[src/verilog/gpu_regfile_pkg.sv]
//----------------------------------------
// Shared sizes, types and the arbiter
// state encoding for the operand stage
//----------------------------------------
`default_nettype none

package gpu_regfile_pkg;

  // Sizes fixed by the register numbering
  localparam int bank_num   = 4;  // Bank picked by register bits 4 and 3
  localparam int reg_count  = 32; // Registers per warp
  localparam int src_slots  = 3;  // Source operands per instruction
  localparam int data_width = 32;
  localparam int tag_width  = 8;

  // Register number, bits [4:3] select the bank and bits [2:0] the row
  typedef logic [4:0] reg_num_t;

  // Bank index and row within a bank for one warp
  typedef logic [1:0] bank_idx_t;
  typedef logic [2:0] row_t;

  // Operand slot inside a collector entry
  typedef logic [1:0] slot_num_t;

  // One register value
  typedef logic [data_width-1:0] word_t;

  // Instruction tag carried from issue to dispatch
  typedef logic [tag_width-1:0] tag_t;

  // Arbiter round sequencing
  typedef enum logic [1:0] {
    arb_idle,
    arb_read,
    arb_respond
  } arb_state_t;

endpackage

`default_nettype wire

[src/verilog/collect_request_if.sv]
//----------------------------------------
// Pending operand requests, driven by the
// collector and sampled by the arbiter
//----------------------------------------
`timescale 1ns/10ps
`default_nettype none

interface collect_request_if #(
  parameter int collector_size = 2,
  parameter int warp_count     = 4
);
  import gpu_regfile_pkg::*;

  localparam int warp_w = (warp_count > 1) ? $clog2(warp_count) : 1;

  logic                                         valid;       // Level while operands are missing
  logic [collector_size-1:0]                    entry_valid;
  logic [collector_size-1:0][src_slots-1:0]     reg_valid;   // Operand still needed
  reg_num_t [collector_size-1:0][src_slots-1:0] reg_num;
  logic [collector_size-1:0][warp_w-1:0]        warp;

  modport collector (
    output valid, entry_valid, reg_valid, reg_num, warp
  );

  modport arbiter (
    input valid, entry_valid, reg_valid, reg_num, warp
  );

endinterface

`default_nettype wire

[src/verilog/collect_response_if.sv]
//----------------------------------------
// Bank read results returned by the
// arbiter to the collector entries
//----------------------------------------
`timescale 1ns/10ps
`default_nettype none

interface collect_response_if #(
  parameter int collector_size = 2
);
  import gpu_regfile_pkg::*;

  localparam int idx_w = (collector_size > 1) ? $clog2(collector_size) : 1;

  logic                             valid;      // One cycle pulse per round
  logic [bank_num-1:0]              data_valid; // Bank carries a granted operand
  word_t [bank_num-1:0]             data;
  logic [bank_num-1:0][idx_w-1:0]   entry;      // Target collector entry
  slot_num_t [bank_num-1:0]         slot;       // Target operand slot

  modport arbiter (
    output valid, data_valid, data, entry, slot
  );

  modport collector (
    input valid, data_valid, data, entry, slot
  );

endinterface

`default_nettype wire

[src/verilog/operand_collector.sv]
//----------------------------------------
// Collector entries: take issued
// instructions, gather operands from bank
// responses and dispatch complete ones
//----------------------------------------
`timescale 1ns/10ps
`default_nettype none

module operand_collector #(
  parameter int collector_size = 2,
  parameter int warp_count     = 4,
  localparam int warp_w        = (warp_count > 1) ? $clog2(warp_count) : 1
) (
  input  wire logic                                                    clk,
  input  wire logic                                                    rst_n,
  input  wire logic                                                    issue_valid,
  input  wire logic [warp_w-1:0]                                       issue_warp,
  input  wire gpu_regfile_pkg::reg_num_t [gpu_regfile_pkg::src_slots-1:0] issue_src,
  input  wire logic [gpu_regfile_pkg::src_slots-1:0]                   issue_src_used,
  input  wire gpu_regfile_pkg::tag_t                                   issue_tag,
  output logic                                                         issue_ready,
  output logic                                                         dispatch_valid,
  output gpu_regfile_pkg::tag_t                                        dispatch_tag,
  output gpu_regfile_pkg::word_t [gpu_regfile_pkg::src_slots-1:0]      dispatch_operands,
  collect_request_if.collector                                         request,
  collect_response_if.collector                                        response
);
  import gpu_regfile_pkg::*;

  localparam int idx_w = (collector_size > 1) ? $clog2(collector_size) : 1;

  logic [collector_size-1:0]                    ent_valid;
  logic [collector_size-1:0][src_slots-1:0]     pending;   // Operand not yet returned
  logic [collector_size-1:0][warp_w-1:0]        ent_warp;
  tag_t [collector_size-1:0]                    ent_tag;
  reg_num_t [collector_size-1:0][src_slots-1:0] ent_reg;
  word_t [src_slots-1:0]                        ent_data [collector_size];

  logic [collector_size-1:0]                    complete;
  logic [idx_w-1:0]                             free_idx;
  logic [idx_w-1:0]                             done_idx;
  logic                                         issue_fire;

  // Lowest free and lowest complete entry
  always_comb begin
    free_idx = '0;
    done_idx = '0;
    for (int i = collector_size - 1; i >= 0; i--) begin
      complete[i] = ent_valid[i] && (pending[i] == '0);
      if (!ent_valid[i]) free_idx = idx_w'(i);
      if (complete[i])   done_idx = idx_w'(i);
    end
  end

  assign issue_ready = ~&ent_valid;
  assign issue_fire  = issue_valid && issue_ready;

  always_comb begin
    request.valid = 1'b0;
    for (int i = 0; i < collector_size; i++) begin
      request.valid = request.valid | (ent_valid[i] && (pending[i] != '0));
    end
  end

  assign request.entry_valid = ent_valid;
  assign request.reg_valid   = pending;
  assign request.reg_num     = ent_reg;
  assign request.warp        = ent_warp;

  always_ff @(posedge clk or negedge rst_n) begin
    if (!rst_n) begin
      ent_valid      <= '0;
      pending        <= '0;
      dispatch_valid <= 1'b0;
    end else begin
      dispatch_valid <= |complete;
      if (|complete) ent_valid[done_idx] <= 1'b0;
      if (issue_fire) begin
        ent_valid[free_idx] <= 1'b1;
        pending[free_idx]   <= issue_src_used;
      end
      for (int b = 0; b < bank_num; b++) begin
        if (response.valid && response.data_valid[b])
          pending[response.entry[b]][response.slot[b]] <= 1'b0;
      end
    end
  end

  always_ff @(posedge clk) begin
    if (issue_fire) begin
      ent_warp[free_idx] <= issue_warp;
      ent_tag[free_idx]  <= issue_tag;
      ent_reg[free_idx]  <= issue_src;
      ent_data[free_idx] <= '0; // Unused slots leave as zero
    end
    for (int b = 0; b < bank_num; b++) begin
      if (response.valid && response.data_valid[b])
        ent_data[response.entry[b]][response.slot[b]] <= response.data[b];
    end
    if (|complete) begin
      dispatch_tag      <= ent_tag[done_idx];
      dispatch_operands <= ent_data[done_idx];
    end
  end

  for (genvar gb = 0; gb < bank_num; gb++) begin : g_resp_chk
    a_resp_pending: assert property (@(posedge clk) disable iff (!rst_n)
      (response.valid && response.data_valid[gb]) |->
        pending[response.entry[gb]][response.slot[gb]]);
  end

endmodule

`default_nettype wire

[src/flat_wrapper.sv]
// flat-port wrapper written by rule: the top's interface ports become plain ports
module operand_collector_flat import gpu_regfile_pkg::*;
#(
  parameter int collector_size = 2,
  parameter int warp_count     = 4,
  localparam int warp_w        = (warp_count > 1) ? $clog2(warp_count) : 1
)
  (clk, rst_n, issue_valid, issue_warp, issue_src, issue_src_used, issue_tag, issue_ready, dispatch_valid, dispatch_tag, dispatch_operands, request_valid, request_entry_valid, request_reg_valid, request_reg_num, request_warp, response_valid, response_data_valid, response_data, response_entry, response_slot);
  collect_request_if #(.collector_size(collector_size), .warp_count(warp_count)) request_i ();
  collect_response_if #(.collector_size(collector_size)) response_i ();
  input  wire logic clk;
  input  wire logic rst_n;
  input  wire logic issue_valid;
  input  wire logic [warp_w-1:0] issue_warp;
  input  wire gpu_regfile_pkg::reg_num_t [gpu_regfile_pkg::src_slots-1:0] issue_src;
  input  wire logic [gpu_regfile_pkg::src_slots-1:0] issue_src_used;
  input  wire gpu_regfile_pkg::tag_t issue_tag;
  output logic issue_ready;
  output logic dispatch_valid;
  output gpu_regfile_pkg::tag_t dispatch_tag;
  output gpu_regfile_pkg::word_t [gpu_regfile_pkg::src_slots-1:0] dispatch_operands;
  output wire logic [$bits(request_i.valid)-1:0] request_valid;
  output wire logic [$bits(request_i.entry_valid)-1:0] request_entry_valid;
  output wire logic [$bits(request_i.reg_valid)-1:0] request_reg_valid;
  output wire logic [$bits(request_i.reg_num)-1:0] request_reg_num;
  output wire logic [$bits(request_i.warp)-1:0] request_warp;
  input wire logic [$bits(response_i.valid)-1:0] response_valid;
  input wire logic [$bits(response_i.data_valid)-1:0] response_data_valid;
  input wire logic [$bits(response_i.data)-1:0] response_data;
  input wire logic [$bits(response_i.entry)-1:0] response_entry;
  input wire logic [$bits(response_i.slot)-1:0] response_slot;
  assign request_valid = request_i.valid;
  assign request_entry_valid = request_i.entry_valid;
  assign request_reg_valid = request_i.reg_valid;
  assign request_reg_num = request_i.reg_num;
  assign request_warp = request_i.warp;
  assign response_i.valid = response_valid;
  assign response_i.data_valid = response_data_valid;
  assign response_i.data = response_data;
  assign response_i.entry = response_entry;
  assign response_i.slot = response_slot;
  operand_collector #(.collector_size(collector_size), .warp_count(warp_count)) u_core (.clk(clk), .rst_n(rst_n), .issue_valid(issue_valid), .issue_warp(issue_warp), .issue_src(issue_src), .issue_src_used(issue_src_used), .issue_tag(issue_tag), .issue_ready(issue_ready), .dispatch_valid(dispatch_valid), .dispatch_tag(dispatch_tag), .dispatch_operands(dispatch_operands), .request(request_i), .response(response_i));
endmodule
[config.mk]
export PLATFORM = sky130hd
export DESIGN_NAME = operand_collector_flat
export DESIGN_NICKNAME = d
export VERILOG_FILES = /design/src/verilog/gpu_regfile_pkg.sv /design/src/verilog/collect_request_if.sv /design/src/verilog/collect_response_if.sv /design/src/verilog/operand_collector.sv /design/src/flat_wrapper.sv
export SDC_FILE = /design/constraint.sdc
export NUM_CORES = 1
export LEC_CHECK = 0
export BUFFER_PORTS_ARGS = -buffer_cell sky130_fd_sc_hd__buf_4
export CELL_PAD_IN_SITES_DETAIL_PLACEMENT = 1
export CELL_PAD_IN_SITES_GLOBAL_PLACEMENT = 1
export CORE_MARGIN = 4
export CORE_UTILIZATION = 45
export DETAILED_ROUTE_END_ITERATION = 7
export PLACE_DENSITY_LB_ADDON = 0.15
export SYNTH_ARGS = -nofsm -noshare
export SYNTH_HDL_FRONTEND = slang
export SYNTH_SLANG_ARGS = --single-unit
[constraint.sdc]
create_clock -name clk -period 4.48 [get_ports clk]
set_input_delay 0.896 -clock clk [delete_from_list [all_inputs] [get_ports clk]]
set_output_delay 0.896 -clock clk [all_outputs]
set_load 0.1 [all_outputs]
**Word level (Yosys, flattened, before mapping)**

Memories as Yosys holds them, arrays and structs flattened. A register that Yosys moved wholly into a read port is not among the register bits.
Index checks and enable logic that the tools add are counted.

- Bits in registers: 67
- RAM bits: 192
- Input port bits: 176
- Output and inout port bits: 149
- Word-level logic and storage cells: 137
- Memories: 1

- Magnitude comparators: 20
- Mux-type cells: 63
- Bitwise gates (word level): 12
- Reductions and logical operators: 26

Memories:

| memory | depth | width | rd ports | clocked after Yosys merged registers in | wr ports | RTL line | text |
|---|---|---|---|---|---|---|---|
| u_core.ent_data | 2 | 96 | 1 | 1 | 5 | operand_collector.sv:37 | `word_t [src_slots-1:0] ent_data [collector_size];` |

Operators with widths:

| cell | count |
|---|---|
| 2-to-1 mux 96 bit | 4 |
| demux 32 bit (select 2 bit) | 4 |
| 2-to-1 mux 32 bit | 4 |
| bitwise mux 30 bit | 1 |
| 2-to-1 mux 6 bit | 5 |
| bitwise AND 6 bit | 4 |
| 2-to-1 mux 8 bit | 3 |
| NOT 6 bit | 4 |
| logical AND 1 bit | 19 |
| bitwise mux 16 bit | 1 |
| 2-to-1 mux 1 bit | 16 |
| demux 15 bit (select 1 bit) | 1 |
| demux 3 bit (select 1 bit) | 5 |
| 2-to-1 mux 15 bit | 1 |
| 2-to-1 mux 3 bit | 5 |
| < comparator 1 x 2 -> 1 bit (second input constant) | 6 |
| < comparator 2 x 3 -> 1 bit (second input constant) | 4 |
| demux 1 bit (select 2 bit) | 4 |
| demux 8 bit (select 1 bit) | 1 |
| greater-or-equal comparator 2 x 1 -> 1 bit (second input constant) | 4 |
| bitwise mux 6 bit | 1 |
| greater-or-equal comparator 1 bit (second input constant) | 6 |
| zero test 3 bit | 2 |
| 2-to-1 mux 2 bit | 3 |
| 11 further kinds | 13 |

**Logic depth before layout (Yosys ltp)**

- Depth after elaboration: 16
- Gate-level depth with buffers: 7
- Depth with buffers taken out: 4

**Worst setup path after synthesis**

No wires, ideal clock.

- Path kind: register to register
- Start: register u_core.ent_valid[0], in the netlist u_core.request.entry_valid[0]
- End: register u_core.dispatch_operands[0] (netlist bit), read port of u_core.ent_data, enable pin
- Setup time: 0.467 ns
- Arrival time: 3.726 ns
- Data required time: 4.013 ns
- Setup slack: 0.287 ns
- Cell stages (with the launch flop): 3
- Path buffers: 0
- Clock period less this slack: 4.193 ns
- Path through: dfrtp_1 -> or4b_1 -> nand2_1

- Word-level cells in the longest chain between the ends: 2
- Elaborated cells on any way between the ends: 3
- Classes of those cells: mux (1); reduce/logical (2)

RTL lines:

| item | RTL line | text |
|---|---|---|
| start: declaration | operand_collector.sv:32 | `logic [collector_size-1:0] ent_valid;` |
| start signal: assignment | operand_collector.sv:72 | `ent_valid <= '0;` |
| start signal: indexed assignment | operand_collector.sv:77 | `if (\|complete) ent_valid[done_idx] <= 1'b0;` |
| start signal: indexed assignment | operand_collector.sv:79 | `ent_valid[free_idx] <= 1'b1;` |
| logical AND 1 bit (*) | operand_collector.sv:49 | `complete[i] = ent_valid[i] && (pending[i] == '0);` |
| 2-to-1 mux 1 bit or OR reduction 2 bit (tied branches) | operand_collector.sv:51, operand_collector.sv:100 |  |
| end: declaration | operand_collector.sv:24 | `output gpu_regfile_pkg::word_t [gpu_regfile_pkg::src_slots-1:0] dispatch_operands,` |

Every way passes the cells marked *; elsewhere a longest branch is shown, timed or not.
A chain may end at the register's enable or synchronous reset.

**Worst setup path after layout**

- Start: register u_core.pending (netlist bit u_core.request.reg_valid[0])
- End: register u_core.dispatch_operands[59] (netlist bit), read port of u_core.ent_data (data pin)

- Word-level cells in the longest chain between the ends: 3
- Elaborated cells on any way between the ends: 4
- Classes of those cells: mux (1); reduce/logical (3)

RTL lines:

| item | RTL line | text |
|---|---|---|
| start: declaration | operand_collector.sv:33 | `logic [collector_size-1:0][src_slots-1:0] pending;` |
| start signal: indexed assignment | operand_collector.sv:80 | `pending[free_idx] <= issue_src_used;` |
| zero test 3 bit (*) | operand_collector.sv:49 |  |
| logical AND 1 bit (*) | operand_collector.sv:49 |  |
| 2-to-1 mux 1 bit or OR reduction 2 bit (tied branches) | operand_collector.sv:51, operand_collector.sv:100 |  |

Marks and branches as above.

==> flow_metrics.py <==
metrics = {
    "flow_run": {
        "max-cap-violations": 0,
    },
    "power_and_ir_drop": {
        "leakagePower_nw": 8.17,
        "powerDensity_nw_per_um2": 713,
        "ir_worst_vdd_mv": 0.652,
    },
    "cts": {
        "cts_resized": 0,
        "h-tree-depth": 2,
        "postCtsSetupBuffers": 0,
        "clk_pin_slew_ns": 0.06,
        "cts_root_buf": "clkbuf_16",
        "clk_latency_ns": 0.58,
        "cts_sinks": 355,
        "cts_hold_buf": 0,
        "cts_buffers": 40,
        "clockBufferDepth": 3,
        "cts_tree": "done",
    },
    "setup_path": {
        "crit_chain": "or4b_1, nand3_4, buf_12, mux2_1",
        "crit_required_ns": 4.76,
        "slowest_stage": "or4b_1",
        "arrival_ns": 3.26,
        "worst-path-max-fanout": 47,
        "setup.worst_path.start_class": "flop",
        "critPathMaxStageDelay_ns": 0.68,
        "r2r_cells": 4,
        "cp-end-kind": "flop",
        "crit_type": "flop to flop",
    },
    "detailed_routing": {
        "drt_wl_total_um": 83700,
        "wl_per_cell_um": 32.2,
        "drc_errors": 0,
        "dr.pass1.iters": 6,
        "antenna_left": 0,
        "drt_iter0_drc": 2395,
        "vias_per_cell": 6.88,
        "vias": 17917,
    },
    "synthesis": {
        "synth.distinct_cells": 46,
        "synth_edf_count": 346,
        "seq_area_frac_synth_pct": 55.6,
        "synth_area_leader_cell": "edfxtp_1",
        "synthArstFlopShare_pct": 2.54,
        "syn-num-nets": 1965,
        "synth.area.top_cells": "edfxtp_1 54%, o21ai_0 7.6%, a211oi_1 7.6%",
        "netlist.area_leader.share_pct": 54.5,
        "synthCells": 1789,
        "ys_seq_elements": 355,
        "syn-cell-area_um2": 19100,
        "synth_area_per_cell_um2": 10.7,
        "synthFlopType": "edfxtp_1",
        "yosys_warnings": 0,
    },
    "floorplan": {
        "rows": 75,
        "start_util_pct": 45.5,
        "dieArea_um2": 45800,
        "die_h_um": 214,
        "ios": 325,
        "core_um2": 41900,
        "die_w_um": 214,
    },
    "final_layout": {
        "utilization_pct": 55.3,
        "num-fill-cells": 4471,
        "seq_area_um2": 10600,
        "multi_input_area_um2": 7730,
        "nets": 2207,
        "drive_above_1_share_pct": 25.5,
        "area_growth_pct": 21.6,
    },
    "grt": {
        "grt_overflow": 0,
        "grt_usage_pct": 35.0,
        "grt_antenna_before_repair": 8,
        "grt_pass1_wl_um": 121000,
        "grt_pass1_vias": 18372,
        "grt_max_degree": 71,
    },
    "timing": {
        "final.setup.tns_ns": 0,
        "rsz0062_at_grt": "no",
        "final_max_slew_viol_count": 0,
        "fin_crit_sh_pct": 66.5,
        "hold_violations": 0,
        "tightest_slew_ns": 1.32,
        "max_freq_ghz": 0.336,
        "setup_slack_ns": 1.50,
        "fin_skew_ns": 0.0173,
        "slew_headroom_pct": 12.2,
        "setup_violations": 0,
        "period_needed_ns": 2.98,
    },
    "place": {
        "io_buffers": 324,
        "dp_hpwl_um": 50600,
        "gp_congestion": 0.900,
        "place_ws_ns": 1.11,
    },
    "hold_path": {
        "hold_path.class": "input port to async pin",
    },
    "run_status": {
        "status": "complete, no violations",
    },
}
## metrics by stage
stage	area, µm²	hold slack (ns)	instances	power, mW
2_1_floorplan	19100	0.501	1789	11.3
3_3_place_gp	21900	0.510	2528	13.1
3_5_place_dp	21900	0.518	2528	13.2
4_1_cts	23200	0.143	2600	16.6
5_1_grt	23200	0.154	2602	17.0
6_report	23200	0.159	2603	16.6
## synthesized netlist by cell type (3+ instances only)
cell / n
o21ai_0: 288
buf_6: 10
nand4b_1: 4
nand3_1: 6
nor3_1: 6
o21ai_1: 98
buf_2: 54
dfrtp_1: 9
clkbuf_1: 114
nand2_1: 234
nand2b_1: 39
nor3b_1: 5
a211oi_1: 192
mux2_1: 49
mux2_2: 55
nor3b_2: 4
and2_1: 4
a21oi_1: 3
mux2i_1: 5
nand3b_1: 4
nor2b_1: 32
or3_1: 5
edfxtp_1: 346
a311oi_1: 96
and3b_1: 3
nor2_1: 95
## power breakdown
group | switching (mW) | total (mW) | internal [mW] | leakage (nW)
Combinational | 6.30 | 7.78 | 1.49 | 4.09
Clock | 1.41 | 3.34 | 1.92 | 0.634
Sequential | 0.345 | 5.43 | 5.09 | 3.45
## routing by layer
| metal | part of all wire [%] | GRT usage (%) | up-vias |
|---|---|---|---|
| li1 | - | - | 7346 |
| met2 | 45 | 55.0 | 1370 |
| met5 | 0.17 | 1.15 | - |
| met1 | 38 | 45.3 | 8825 |
| met4 | 6.1 | 17.9 | 12 |
| met3 | 12 | 8.64 | 364 |
## sequential cells by signal (all words and copies together), names as in the netlist
signal,count
u_core.request.warp,4
u_core.dispatch_tag,8
u_core.ent_tag,16
u_core.request.reg_valid,6
u_core.ent_data,192
u_core.request.reg_num,30
u_core.dispatch_operands,96
u_core.dispatch_valid,1
u_core.request.entry_valid,2
## area by class of cell
type	instances	area share (%)
Clock buffer	50	4.61
Clock inverter	22	0.900
Timing Repair Buffer	381	12.4
Sequential cell	355	45.7
Tap cell	539	2.91
Antenna cell	3	0.0323
Multi-Input combinational cell	1250	33.3
Inverter	3	0.0485
## cell families after synthesis
family,Yosys count,share of synthesized area (%)
mux,109,6.40
compound gates,679,22.3
flops,355,55.6
simple gates,462,11.3
buf+inv,184,4.38
## path summary, 6_finish.rpt
path | start | end | slack, ns
max | u_core.request.reg_valid[0] | u_core.dispatch_operands[59] | 1.50
min | rst_n | u_core.request.reg_valid[0] | 0.16
max reg2reg | u_core.request.reg_valid[0] | u_core.dispatch_operands[59] | 1.50
min reg2reg | u_core.ent_data[0][90] | u_core.dispatch_operands[90] | 0.53
max in group asynchronous | rst_n | u_core.dispatch_valid | 4.16
min in group clk | issue_warp[1] | u_core.request.warp[1] | 0.51
## cell usage in the layout, fill, tap and decap left out, drive strengths merged, types with 7 or more instances in the layout
cell type and instances:
a211oi 192, a311oi 96, buf 381, clkbuf 50
clkinv 16, dfrtp 9, edfxtp 346, mux2 104
nand2 234, nand2b 39, nand3 7, nor2 95
nor2b 32, nor3 8, nor3b 9, o21ai 386
## critical path: cells and delay by family (launching register included)
kind          cells  cell delay, ns
buf+inv           1            0.39
simple gates      2            1.35
flops             1            0.48
mux               1            0.44
Note: power is estimated with default switching activity, not from simulation.
