### config.mk
export PLATFORM = sky130hd
export DESIGN_NAME = register_file_arbiter_flat
export DESIGN_NICKNAME = d
export VERILOG_FILES = /design/src/verilog/gpu_regfile_pkg.sv /design/src/verilog/collect_request_if.sv /design/src/verilog/collect_response_if.sv /design/src/verilog/bank_access_if.sv /design/src/verilog/register_file_arbiter.sv /design/src/flat_wrapper.sv
export SDC_FILE = /design/constraint.sdc
export NUM_CORES = 1
export LEC_CHECK = 0
export ABC_AREA = 1
export BUFFER_PORTS_ARGS = -buffer_cell sky130_fd_sc_hd__buf_4
export CAP_MARGIN = 10
export CORE_AREA = 2 2 134 136
export DETAILED_ROUTE_END_ITERATION = 7
export DIE_AREA = 0 0 136 138
export HOLD_SLACK_MARGIN = 0.15
export PLACE_DENSITY_LB_ADDON = 0.12
export SKIP_LAST_GASP = 1
export SYNTH_ARGS = -nofsm -noshare
export SYNTH_HDL_FRONTEND = slang
export SYNTH_SLANG_ARGS = --single-unit
### constraint.sdc
create_clock -name clk -period 19.1 [get_ports clk]
set_input_delay 3.82 -clock clk [delete_from_list [all_inputs] [get_ports clk]]
set_output_delay 3.82 -clock clk [all_outputs]
set_load 0.02 [all_outputs]
### src/verilog/gpu_regfile_pkg.sv
//----------------------------------------
// Shared sizes, types and the arbiter
// state encoding for the operand stage
//----------------------------------------
`default_nettype none

package gpu_regfile_pkg;

  // Sizes fixed by the register numbering
  localparam int bank_num   = 4;  // Bank picked by register bits 4 and 3
  localparam int reg_count  = 32; // Registers per warp
  localparam int src_slots  = 3;  // Source operands per instruction
  localparam int data_width = 32;
  localparam int tag_width  = 8;

  // Register number, bits [4:3] select the bank and bits [2:0] the row
  typedef logic [4:0] reg_num_t;

  // Bank index and row within a bank for one warp
  typedef logic [1:0] bank_idx_t;
  typedef logic [2:0] row_t;

  // Operand slot inside a collector entry
  typedef logic [1:0] slot_num_t;

  // One register value
  typedef logic [data_width-1:0] word_t;

  // Instruction tag carried from issue to dispatch
  typedef logic [tag_width-1:0] tag_t;

  // Arbiter round sequencing
  typedef enum logic [1:0] {
    arb_idle,
    arb_read,
    arb_respond
  } arb_state_t;

endpackage

`default_nettype wire

### src/verilog/collect_request_if.sv
//----------------------------------------
// Pending operand requests, driven by the
// collector and sampled by the arbiter
//----------------------------------------
`timescale 1ns/10ps
`default_nettype none

interface collect_request_if #(
  parameter int collector_size = 2,
  parameter int warp_count     = 4
);
  import gpu_regfile_pkg::*;

  localparam int warp_w = (warp_count > 1) ? $clog2(warp_count) : 1;

  logic                                         valid;       // Level while operands are missing
  logic [collector_size-1:0]                    entry_valid;
  logic [collector_size-1:0][src_slots-1:0]     reg_valid;   // Operand still needed
  reg_num_t [collector_size-1:0][src_slots-1:0] reg_num;
  logic [collector_size-1:0][warp_w-1:0]        warp;

  modport collector (
    output valid, entry_valid, reg_valid, reg_num, warp
  );

  modport arbiter (
    input valid, entry_valid, reg_valid, reg_num, warp
  );

endinterface

`default_nettype wire

### src/verilog/collect_response_if.sv
//----------------------------------------
// Bank read results returned by the
// arbiter to the collector entries
//----------------------------------------
`timescale 1ns/10ps
`default_nettype none

interface collect_response_if #(
  parameter int collector_size = 2
);
  import gpu_regfile_pkg::*;

  localparam int idx_w = (collector_size > 1) ? $clog2(collector_size) : 1;

  logic                             valid;      // One cycle pulse per round
  logic [bank_num-1:0]              data_valid; // Bank carries a granted operand
  word_t [bank_num-1:0]             data;
  logic [bank_num-1:0][idx_w-1:0]   entry;      // Target collector entry
  slot_num_t [bank_num-1:0]         slot;       // Target operand slot

  modport arbiter (
    output valid, data_valid, data, entry, slot
  );

  modport collector (
    input valid, data_valid, data, entry, slot
  );

endinterface

`default_nettype wire

### src/verilog/bank_access_if.sv
//----------------------------------------
// Per bank read address from the arbiter
// and combinational read data back
//----------------------------------------
`timescale 1ns/10ps
`default_nettype none

interface bank_access_if #(
  parameter int warp_count = 4
);
  import gpu_regfile_pkg::*;

  localparam int warp_w = (warp_count > 1) ? $clog2(warp_count) : 1;

  reg_num_t [bank_num-1:0]         reg_num;
  logic [bank_num-1:0][warp_w-1:0] warp;
  word_t [bank_num-1:0]            data;    // Valid in the same cycle

  modport arbiter (output reg_num, warp, input data);
  modport banks (input reg_num, warp, output data);

endinterface

`default_nettype wire

### src/verilog/register_file_arbiter.sv
//----------------------------------------
// Grants each bank to one pending operand
// per round, reads it and answers the
// collector three cycles after accepting
//----------------------------------------
`timescale 1ns/10ps
`default_nettype none

module register_file_arbiter #(
  parameter int collector_size = 2,
  parameter int warp_count     = 4
) (
  input  wire logic                clk,
  input  wire logic                rst_n,
  collect_request_if.arbiter       request,
  bank_access_if.arbiter           banks,
  collect_response_if.arbiter      response
);
  import gpu_regfile_pkg::*;

  localparam int idx_w  = (collector_size > 1) ? $clog2(collector_size) : 1;
  localparam int warp_w = (warp_count > 1) ? $clog2(warp_count) : 1;

  arb_state_t                      state;
  logic                            resp_valid;
  logic                            accept;

  // Combinational choice for the current request picture
  logic [bank_num-1:0]                                pick_valid;
  reg_num_t [bank_num-1:0]                            pick_reg;
  logic [bank_num-1:0][warp_w-1:0]                    pick_warp;
  logic [bank_num-1:0][idx_w-1:0]                     pick_entry;
  slot_num_t [bank_num-1:0]                           pick_slot;

  // Latched round
  logic [bank_num-1:0]             grant_q;
  reg_num_t [bank_num-1:0]         reg_q;
  logic [bank_num-1:0][warp_w-1:0] warp_q;
  logic [bank_num-1:0][idx_w-1:0]  entry_q;
  slot_num_t [bank_num-1:0]        slot_q;
  word_t [bank_num-1:0]            data_q;

  // Collector slots filled by the latched round, per register bank
  logic [bank_num-1:0][collector_size*src_slots-1:0]  bank_hits;

  // Collector updates on the pulse edge, so wait one more cycle
  assign accept = (state == arb_idle) && request.valid && !resp_valid;

  // Entry order first, then slot order; a taken bank is skipped
  always_comb begin
    bank_idx_t b;
    b          = '0;
    pick_valid = '0;
    pick_reg   = '0;
    pick_warp  = '0;
    pick_entry = '0;
    pick_slot  = '0;
    for (int i = 0; i < collector_size; i++) begin
      for (int j = 0; j < src_slots; j++) begin
        b = request.reg_num[i][j][4:3];
        if (request.entry_valid[i] && request.reg_valid[i][j] && !pick_valid[b]) begin
          pick_valid[b] = 1'b1;
          pick_reg[b]   = request.reg_num[i][j];
          pick_warp[b]  = request.warp[i];
          pick_entry[b] = idx_w'(i);
          pick_slot[b]  = slot_num_t'(j);
        end
      end
    end
  end

  // Slots named by the response lanes, sorted by the bank of their register
  always_comb begin
    bank_hits = '0;
    for (int i = 0; i < collector_size; i++) begin
      for (int j = 0; j < src_slots; j++) begin
        for (int l = 0; l < bank_num; l++) begin
          if (grant_q[l] && (entry_q[l] == idx_w'(i)) && (slot_q[l] == slot_num_t'(j)))
            bank_hits[request.reg_num[i][j][4:3]][i*src_slots+j] = 1'b1;
        end
      end
    end
  end

  always_ff @(posedge clk or negedge rst_n) begin
    if (!rst_n) begin
      state      <= arb_idle;
      resp_valid <= 1'b0;
      grant_q    <= '0;
    end else begin
      resp_valid <= 1'b0;
      case (state)
        arb_idle: begin
          if (accept) begin
            grant_q <= pick_valid;
            state   <= arb_read;
          end
        end
        arb_read:    state <= arb_respond;
        arb_respond: begin
          resp_valid <= 1'b1; // Seen by the collector on the next edge
          state      <= arb_idle;
        end
        default:     state <= arb_idle;
      endcase
    end
  end

  always_ff @(posedge clk) begin
    if (accept) begin
      reg_q   <= pick_reg;
      warp_q  <= pick_warp;
      entry_q <= pick_entry;
      slot_q  <= pick_slot;
    end
    if (state == arb_read) data_q <= banks.data;
  end

  assign banks.reg_num       = reg_q;
  assign banks.warp          = warp_q;

  assign response.valid      = resp_valid;
  assign response.data_valid = grant_q;
  assign response.data       = data_q;
  assign response.entry      = entry_q;
  assign response.slot       = slot_q;

  a_resp_pulse: assert property (@(posedge clk) disable iff (!rst_n)
    response.valid |=> !response.valid);

  for (genvar gb = 0; gb < bank_num; gb++) begin : g_bank_chk
    a_one_per_bank: assert property (@(posedge clk) disable iff (!rst_n)
      response.valid |-> $onehot0(bank_hits[gb]));
  end

endmodule

`default_nettype wire

### src/flat_wrapper.sv
// flat-port wrapper written by rule: the top's interface ports become plain ports
module register_file_arbiter_flat import gpu_regfile_pkg::*;
#(
  parameter int collector_size = 2,
  parameter int warp_count     = 4
)
  (clk, rst_n, request_valid, request_entry_valid, request_reg_valid, request_reg_num, request_warp, banks_reg_num, banks_warp, banks_data, response_valid, response_data_valid, response_data, response_entry, response_slot);
  collect_request_if #(.collector_size(collector_size), .warp_count(warp_count)) request_i ();
  bank_access_if #(.warp_count(warp_count)) banks_i ();
  collect_response_if #(.collector_size(collector_size)) response_i ();
  input  wire logic clk;
  input  wire logic rst_n;
  input wire logic [$bits(request_i.valid)-1:0] request_valid;
  input wire logic [$bits(request_i.entry_valid)-1:0] request_entry_valid;
  input wire logic [$bits(request_i.reg_valid)-1:0] request_reg_valid;
  input wire logic [$bits(request_i.reg_num)-1:0] request_reg_num;
  input wire logic [$bits(request_i.warp)-1:0] request_warp;
  output wire logic [$bits(banks_i.reg_num)-1:0] banks_reg_num;
  output wire logic [$bits(banks_i.warp)-1:0] banks_warp;
  input wire logic [$bits(banks_i.data)-1:0] banks_data;
  output wire logic [$bits(response_i.valid)-1:0] response_valid;
  output wire logic [$bits(response_i.data_valid)-1:0] response_data_valid;
  output wire logic [$bits(response_i.data)-1:0] response_data;
  output wire logic [$bits(response_i.entry)-1:0] response_entry;
  output wire logic [$bits(response_i.slot)-1:0] response_slot;
  assign request_i.valid = request_valid;
  assign request_i.entry_valid = request_entry_valid;
  assign request_i.reg_valid = request_reg_valid;
  assign request_i.reg_num = request_reg_num;
  assign request_i.warp = request_warp;
  assign banks_reg_num = banks_i.reg_num;
  assign banks_warp = banks_i.warp;
  assign banks_i.data = banks_data;
  assign response_valid = response_i.valid;
  assign response_data_valid = response_i.data_valid;
  assign response_data = response_i.data;
  assign response_entry = response_i.entry;
  assign response_slot = response_i.slot;
  register_file_arbiter #(.collector_size(collector_size), .warp_count(warp_count)) u_core (.clk(clk), .rst_n(rst_n), .request(request_i), .banks(banks_i), .response(response_i));
endmodule
# After elaboration in Yosys (flattened, before gate mapping)

Index checks and enable logic that the tools add are counted.

Reduce and logical (&&, ||, !) cells: 29
Div/mod/pow operators: 0
Multiplexer cells: 87
Equality and inequality tests: 3
Bitwise logic cells: 20
Shifts and indexed selects: 0
Add/sub/neg operators: 0
Order comparisons: 12
Multipliers: 0

Operators by type and width:

| cell                                                                                 | number |
|---|---|
| 20-bit two-way mux                                                                   | 6 |
| 20-bit bitwise mux                                                                   | 5 |
| 8-bit two-way mux                                                                    | 10 |
| 5-bit demux with 2-bit select                                                        | 6 |
| 8-bit bitwise mux                                                                    | 5 |
| 4-bit OR                                                                             | 10 |
| 4-bit two-way mux                                                                    | 9 |
| 5-bit two-way mux                                                                    | 6 |
| 2-bit demux with 2-bit select                                                        | 6 |
| 20-bit AND                                                                           | 1 |
| 1-bit logical AND                                                                    | 20 |
| 2-bit by 3-bit less-than comparator with 1-bit output (second input constant)        | 6 |
| 8-bit AND                                                                            | 2 |
| 2-bit two-way mux                                                                    | 7 |
| 1-bit two-way mux                                                                    | 13 |
| 4-bit AND                                                                            | 3 |
| 1-bit binary-select mux with 2-bit select                                            | 6 |
| 1-bit demux with 2-bit select                                                        | 6 |
| 2-bit by 1-bit greater-or-equal comparator with 1-bit output (second input constant) | 6 |
| 4-bit NOT                                                                            | 3 |
| 8-bit NOT                                                                            | 1 |
| 1-bit logical NOT                                                                    | 7 |
| 7-bit two-way mux                                                                    | 1 |
| 2-bit case mux with 2 select lines                                                   | 1 |
| other kinds (5)                                                                      | 5 |

Word-level logic and storage cells: 174
Bits in latches: 0
ROM bits: 0
Output and inout bits: 173
Bits in registers: 175
Memories kept: 0
Bits in writable memories: 0
Input bits: 173

# Longest topological paths before layout

Gate-level depths: netlist of run 1.

Depth in word-level cells: 30
Depth in mapped cells: 30

# Least setup slack after synthesis of run 1

Ideal clock, no wire load.

Kind: input port to flip-flop
Start point: input request_valid
End point: register u_core.grant_q[0] (netlist: u_core.response.data_valid[0])
Buffers on the path: 0
Cell stages on the path: 5
Slack: 10.160 ns
Arrival: 8.813 ns
Data required time: 18.974 ns
Cells stage by stage: inv_1 -> nor4_1 -> inv_1 -> nor2_1 -> a21oi_1

Word-level cells in the longest chain between the ends: 3

RTL lines:

| item                            | line                        | source |
|---|---|---|
| start: declaration              | flat_wrapper.sv:13          | `input wire logic [$bits(request_i.valid)-1:0] request_valid;` |
| 1-bit logical AND (2 in series) | register_file_arbiter.sv:47 | `assign accept = (state == arb_idle) && request.valid && !resp_valid;` |
| net u_core.accept               | register_file_arbiter.sv:26 | `logic accept;` |
| 2-bit AND reduction (no line)   | -                           |  |
| end signal: assignment          | register_file_arbiter.sv:95 | `grant_q <= pick_valid;` |
| end: declaration                | register_file_arbiter.sv:36 | `logic [bank_num-1:0] grant_q;` |

The timed path passes the listed nets, and every way through them passes these cells.
A chain may end at the register's enable or synchronous reset.

==> results.md, run 1 <==
- Status: finished, final reports clean
- FF-to-FF path depth: 3
- Slew HR: 29.9%
- WL met3: 1720 um
- Reg2Reg Setup Slack: 16.64 ns
- Max incr delay on CP: 0.53 ns
- Die height: 138 um
- Multi-input logic area: 0.00162 mm2
- Flops & latches, synth: 175
- Wl on met1: 8000 um
- RR Startpoint: u_core.state[1]
- Syn Inst Count: 560
- CP startpoint kind: primary input
- Seq. cell area: 0.00522 mm2
- Placed inst area: 0.0100 mm2
- # IOs: 346
- DRC: 0
- Nets: 1101
- Mean area per synthesized cell: 12.7 um2
- Vias in the first global route: 5227
- Initial antenna violation count: 1
- Max Cap Viol: 0
- Synth area leaders: edfxtp_1, nand2_1, inv_1, dfrtp_1, nor2_1
- Class of the worst hold path: reg2reg
- Hold Vio Cnt, Final: 0
- Post-detail-place hpwl: 17400 um
- Synth top cells by count: edfxtp_1, nand2_1, inv_1, nor2_1, nand3_1
- Global-route wire length before repair: 31100 um
- Total CTS buffers: 17
- Detailed Route Iter0 Violations: 284
- Most common flop cell mapped by yosys: edfxtp_1
- R2r endpoint: u_core.response.data[36]
- Number of H-tree levels: 4
- Fillers: 1480
- Final period util: 36.8%
- Worst IR Drop VDD: 70.1 uV
- Leakage power: 4.77 nW
- Post-route antenna net violation count: 0
- Layout cell share with drive strength beyond 1: 46.5%
- Register area share after synthesis: 73.1%
- CP Data Required Time: 19.39 ns
- Post-route minimum period: 7.03 ns
- WP data arrival: 7.32 ns
- Post-synth EDFFs: 168
- Top-count cell post-synth: edfxtp_1
- WL final: 21500 um
- Clock transition at path regs: 0.06 ns
- Design Area, Final: 0.0106 mm2
- GPL Wtd Cong: 0.918
- CTS tree: done
- Setup tns final: 0 ns
- DIE AREA: 0.0188 mm2
- HP Start: u_core.response.data_valid[1]
- RSZ-0062 raised after global routing: false
- Worst-margin pin slew: 1.05 ns
- Pin count of the biggest net entering global routing: 81
- CP Class: in2reg
- CP most frequent cell: nand2_2
- Setup Skew: 0.00772 ns
- Crit path from: request_entry_valid[0]
- Upper clock frequency limit: 0.142 GHz
- Bufs on Longest Clock Path: 2
- PD cells: 133 mW/mm2
- Die X-Extent: 136 um
- # diodes: 0
- DR top layer: met5
- Largest fanout on the critical path: 20
- Num rows: 49
- Synth top area share: 70.7%
- Worst skew pair latency: 0.42 ns
- Wire per inst: 18.3 um
- Placeable core area: 0.0175 mm2
- Grt total ovfl: 0
- Detail Route met2 WL: 11200 um
- Setup crit end kind: register
- Crit path to: u_core.banks.warp[1]
- Drt pass-1 iters: 4
- Mapped Area: 0.00714 mm2
- # resized after CTS: 0
- I/O Buffers: 345
- Setup violators final: 0
- Slowest cell on crit path: nor2_2
- Async set-reset flop share out of synthesis: 4.00%
- Area delta synth->final: 48.6%
- Synth area leader: edfxtp_1
- Vias post-DR: 5435
- Starting Density: 40.7%
- Post-CTS Hold Fix Bufs: 0
- Yosys warning total: 0
- Clock root buffer master: clkbuf_16
- Post-CTS Setup Repair Bufs: 0
- Via/cell ratio: 4.65
- Yosys cell types: 28
- CTS Sinks: 175
- GRT Util Overall: 22.6%
- Slew Viols, Final: 0
[flip-flops by register name, indices dropped and copies added, names as in the netlist]
name                        flops
u_core.banks.reg_num           20
u_core.response.data          128
u_core.banks.warp               8
u_core.state                    2
u_core.response.entry           4
u_core.response.valid           1
u_core.response.slot            8
u_core.response.data_valid      4
[routing by layer]
metal | up-vias | track usage [%]
met4 | 2 | 8.28
met5 | - | 0
met3 | 31 | 6.23
met2 | 216 | 40.1
li1 | 2656 | -
met1 | 2530 | 25.9
[layout by cell type (no fill, tap or decap), types with 5 or more instances in the layout]
master     count
a21oi_1       18
a31oi_1       17
buf_4        348
clkbuf_16     17
dfrtp_1        7
edfxtp_1     168
inv_1         81
inv_6          5
mux2_2         7
nand2_1      114
nand2_2       21
nand3_1       25
nand3_2        8
nor2_1        41
nor2_2         6
o21ai_0        9
o21bai_1      12
[where the power goes]
part	switching, mW	internal, mW	total [mW]	leakage [nW]
Sequential	0.0337	0.577	0.611	1.67
Combinational	0.301	0.168	0.469	2.84
Clock	0.148	0.182	0.330	0.263
[how the worst min path moves through the flow]
stage / to / slack (ns) / cells after the start
floorplan: u_core.response.valid / 0.44 / 1
global placement: u_core.response.data_valid[1] / 0.47 / 2
detailed placement: u_core.response.data_valid[1] / 0.47 / 2
CTS: u_core.response.data_valid[1] / 0.49 / 2
global route: u_core.state[0] / 0.51 / 1
finish: u_core.response.data_valid[1] / 0.49 / 2
[cell families after synthesis]
kind of cell	Yosys count	share of synthesized area, %
AND/OR/NAND/NOR	229	15.5
flip-flops	175	73.1
buffers and inverters	85	4.57
AO/OA/AOI/OAI	63	5.59
multiplexers	7	1.10
other	1	0.0525
[area by class of cell]
type / instances / area share, %
clock buffers: 19 / 4.08
flip-flops and latches: 175 / 49.2
clock inverters: 13 / 1.21
inverters: 83 / 2.94
repair buffers: 348 / 24.6
well taps: 229 / 2.70
multi-input cells: 303 / 15.2
[critical path, delay by kind of cell]
kind	cells	cell delay [ns]
simple gates	24	2.95
compound gates	2	0.34
buf+inv	2	0.18
[through the flow]
step	hold WS, ns	util (%)	power [mW]	setup slack [ns]	instances
floorplan	0.442	-	0.870	10.16	563
detailed placement	0.472	57.3	1.09	11.65	1138
global route	0.509	60.5	1.46	11.66	1170
finish	0.489	60.5	1.41	12.07	1170
global placement	0.471	57.3	1.09	11.77	1138
CTS	0.490	60.5	1.42	12.09	1170
Note: power is estimated with default switching activity, not from simulation.
==> inputs of run 2 (changes only) <==
--- a/config.mk
+++ b/config.mk
@@ -5,12 +5,12 @@
 export SDC_FILE = /design/constraint.sdc
 export NUM_CORES = 1
 export LEC_CHECK = 0
-export ABC_AREA = 1
+export ABC_AREA = 0
 export BUFFER_PORTS_ARGS = -buffer_cell sky130_fd_sc_hd__buf_4
 export CAP_MARGIN = 10
-export CORE_AREA = 2 2 134 136
+export CORE_AREA = 2 2 135 137
 export DETAILED_ROUTE_END_ITERATION = 7
-export DIE_AREA = 0 0 136 138
+export DIE_AREA = 0 0 137 139
 export HOLD_SLACK_MARGIN = 0.15
 export PLACE_DENSITY_LB_ADDON = 0.12
 export SKIP_LAST_GASP = 1
==> constraint.sdc (replaced) <==
create_clock -name clk -period 6.98 [get_ports clk]
set_input_delay 1.396 -clock clk [delete_from_list [all_inputs] [get_ports clk]]
set_output_delay 1.396 -clock clk [all_outputs]
set_load 0.02 [all_outputs]
==> results.md, run 2 <==
- Clock root buffer master: clkbuf_16
- Grt total ovfl: 0 (unchanged)
- Synth top cells by count: edfxtp_1, nand2_1, nor2_1, a22o_1, nand3_1
- Post-synthesis mux area share: 0.173% (-0.93 points)
- DIE AREA: 0.0190 mm2 (+1.5%)
- Synth top area share: 77.5% (+6.8 points)
- Post-CTS Setup Repair Bufs: 0 (unchanged)
- Die X-Extent: 137 um (+0.74%)
- Largest fanout on the critical path: 20 (unchanged)
- Post-Synth Simple-Gate Area: 11.9% (-3.7 points)
- Layout cell share with drive strength beyond 1: 54.9% (+8.3 points)
- Total CTS buffers: 17 (unchanged)
- Nets: 887 (-19%)
- Area delta synth->final: 53.0%
- RSZ-0062 raised after global routing: false
- Global-route wire length before repair: 30300 um (-2.6%)
- Async set-reset flop share out of synthesis: 4.00% (unchanged)
- CP startpoint kind: primary input
- Vias in the first global route: 4798 (-8.2%)
- Number of H-tree levels: 4 (unchanged)
- DRC: 0 (unchanged)
- Post-route minimum period: 2.52 ns
- Net switching power: 1.32 mW (+170%)
- Final Total Pwr: 3.83 mW (+170%)
- Setup tns final: 0 ns (unchanged)
- CP bufs+invs: 1 (-1)
- Slowest cell on crit path: and4b_1
- Starting Density: 36.9% (-3.8 points)
- Clk network pwr share: 23.8% (+0.4 points)
- Detailed Route Iter0 Violations: 284 (unchanged)
- GPL Wtd Cong: 1.00 (+9.0%)
- Sw Ratio: 34.5% (+0.24 points)
- I/O Buffers: 345 (unchanged)
- Slew Viols, Final: 0 (unchanged)
- Internal Power: 2.51 mW (+170%)
- Bufs on Longest Clock Path: 2 (unchanged)
- Post-detail-place hpwl: 16900 um (-2.5%)
- Worst skew pair latency: 0.43 ns (about the same)
- Reg2Reg Setup Slack: 4.55 ns (-12.09 ns)
- Clock transition at path regs: 0.07 ns (about the same)
- Synth area leader: edfxtp_1
- Post-route antenna net violation count: 0 (unchanged)
- Max Cap Viol: 0 (unchanged)
- Pin count of the biggest net entering global routing: 71 (-12%)
- Critical path cell sequence: buf_4, and4b_1, nor2_1, a221o_1, o21ai_0, nand3_1
- Worst-margin pin slew: 0.875 ns (-0.176 ns)
- Num rows: 49 (unchanged)
- Yosys cell types: 57 (+100%)
- Post-Synth Adder-Cell Area: 0% (unchanged)
- Final period util: 36.1%
- WL final: 21200 um (-1.1%)
- Slew HR: 41.7% (+12 points)
- XOR/XNOR Fraction of Synth Area: 0% (unchanged)
- Pre-CTS WS: 4.08 ns (-7.57 ns)
- Initial antenna violation count: 0 (-1)
- Flop pwr share: 43.8% (+0.5 points)
- GRT Util Overall: 21.8% (-0.80 points)
- WP data arrival: 2.67 ns (-4.65 ns)
- Class of the worst hold path: reg2reg
- Upper clock frequency limit: 0.397 GHz
- Hold Vio Cnt, Final: 0 (unchanged)
- Yosys warning total: 0 (unchanged)
- Via/cell ratio: 5.01 (+7.8%)
- Register area share after synthesis: 80.2% (+7.0 points)
- CTS tree: done
- # diodes: 0 (unchanged)
- Fin worst setup slack: 4.46 ns (-7.61 ns)
- Setup violators final: 0 (unchanged)
- Commonest non-fill, non-tap cells in the layout: buf_4, edfxtp_1, nand2_1, nor2_1, clkbuf_16
- Vias post-DR: 4789 (-12%)
- Max incr delay on CP: 0.44 ns (-0.09 ns)
- Multi-input logic area: 0.00127 mm2 (-22%)
- Drt pass-1 iters: 5 (+1)
- Logic gate share of total power: 32.4% (-0.8 points)
- Commonest non-fill, non-tap cell in the layout: buf_4
- Die height: 139 um (+0.72%)
- Synth Area in Compound Gates: 7.07% (+1.5 points)
- PD cells: 384 mW/mm2 (+190%)
- Seq. cell area: 0.00522 mm2 (unchanged)
- Post-CTS Hold Fix Bufs: 0 (unchanged)
- Worst IR Drop VDD: 180 uV (+160%)
- Placeable core area: 0.0177 mm2 (+0.70%)
- Post-synth EDFFs: 168 (unchanged)
- CP Data Required Time: 7.13 ns (-12.26 ns)
- CTS Sinks: 175 (unchanged)
- Fillers: 1495 (+1.0%)
- Top-count cell post-synth: edfxtp_1
- Synth area leaders: edfxtp_1, dfrtp_1, a22o_1, nand2_1, a222oi_1
- Main combinational cell family by area after synthesis: simple AND/OR/NAND/NOR gates
- Flops & latches, synth: 175 (unchanged)
- # resized after CTS: 0 (unchanged)
- Mean area per synthesized cell: 18.7 um2 (+46%)
- CP Class: in2reg
- Mapped Area: 0.00651 mm2 (-8.8%)
- Syn Inst Count: 349 (-38%)
- Max FFs per register: 128 (unchanged)
- Most common flop cell mapped by yosys: edfxtp_1
- # IOs: 346 (unchanged)
- Family with the most delay on the worst path: simple AND/OR/NAND/NOR gates
- Leakage power: 4.12 nW (-14%)
- Setup Skew: 0.0131 ns (+0.00543 ns)
- Status: finished, final reports clean
- Wire per inst: 22.2 um (+21%)
- Setup crit end kind: register
[run 2: final cells by class]
class / instances / share of cell area, %
sequential: 175 / 52.4
timing repair buffer: 348 / 26.2
multi-input combinational: 171 / 12.7
clock buffer: 17 / 4.27
tap: 229 / 2.88
clock inverter: 15 / 1.51
inverter: 1 / 0.0377
[run 2: final timing paths]
kind	start	endpoint	cells after the start
worst max-delay path	request_entry_valid[0]	u_core.banks.reg_num[5]	6
worst min-delay path	u_core.response.data_valid[2]	u_core.response.data_valid[2]	1
worst max register to register	u_core.state[0]	u_core.response.data[95]	3
worst min register to register	u_core.response.data_valid[2]	u_core.response.data_valid[2]	1
max in group asynchronous	rst_n	u_core.response.valid	1
min in group asynchronous	rst_n	u_core.response.data_valid[2]	1
[run 2: metal layers]
metal / global-route usage (%) / wire [um] / share of wire [%] / vias up
li1: - / - / - / 2170
met2: 38.8 / 11200 / 53 / 243
met5: 0 / 0 / 0 / -
met3: 6.76 / 2020 / 9.5 / 42
met1: 24.0 / 7400 / 35 / 2334
met4: 8.63 / 582 / 2.7 / 0
[run 2: worst reg2reg max path, cell delays in order (launching register included)]
cell and delay [ns]:
dfrtp_1 0.44, nor2b_4 0.17, buf_4 0.60, buf_4 0.81
[run 2: cell families after synthesis]
logic type	Yosys count
buffers and inverters	6
muxes	1
DFF	175
and+or+nand+nor	111
other	1
AOI/OAI and AO/OA	55
[run 2: power groups by stage]
stage	logic, mW	registers, mW	clock network, mW
after floorplan	0.204	2.14	0
after global placement	1.25	1.70	0
after detailed placement	1.26	1.71	0
after CTS	1.26	1.68	0.933
after global routing	1.30	1.71	0.976
final	1.24	1.68	0.912
[run 2: stage by stage]
stage	hold slack [ns]	utilization, %	instance area (um2)	cells
global placement	0.497	53.2	9390	924
finish	0.520	56.4	9960	956
detailed placement	0.512	53.2	9390	924
global route	0.537	56.4	9960	956
floorplan	0.500	-	6520	352
CTS	0.530	56.4	9960	956
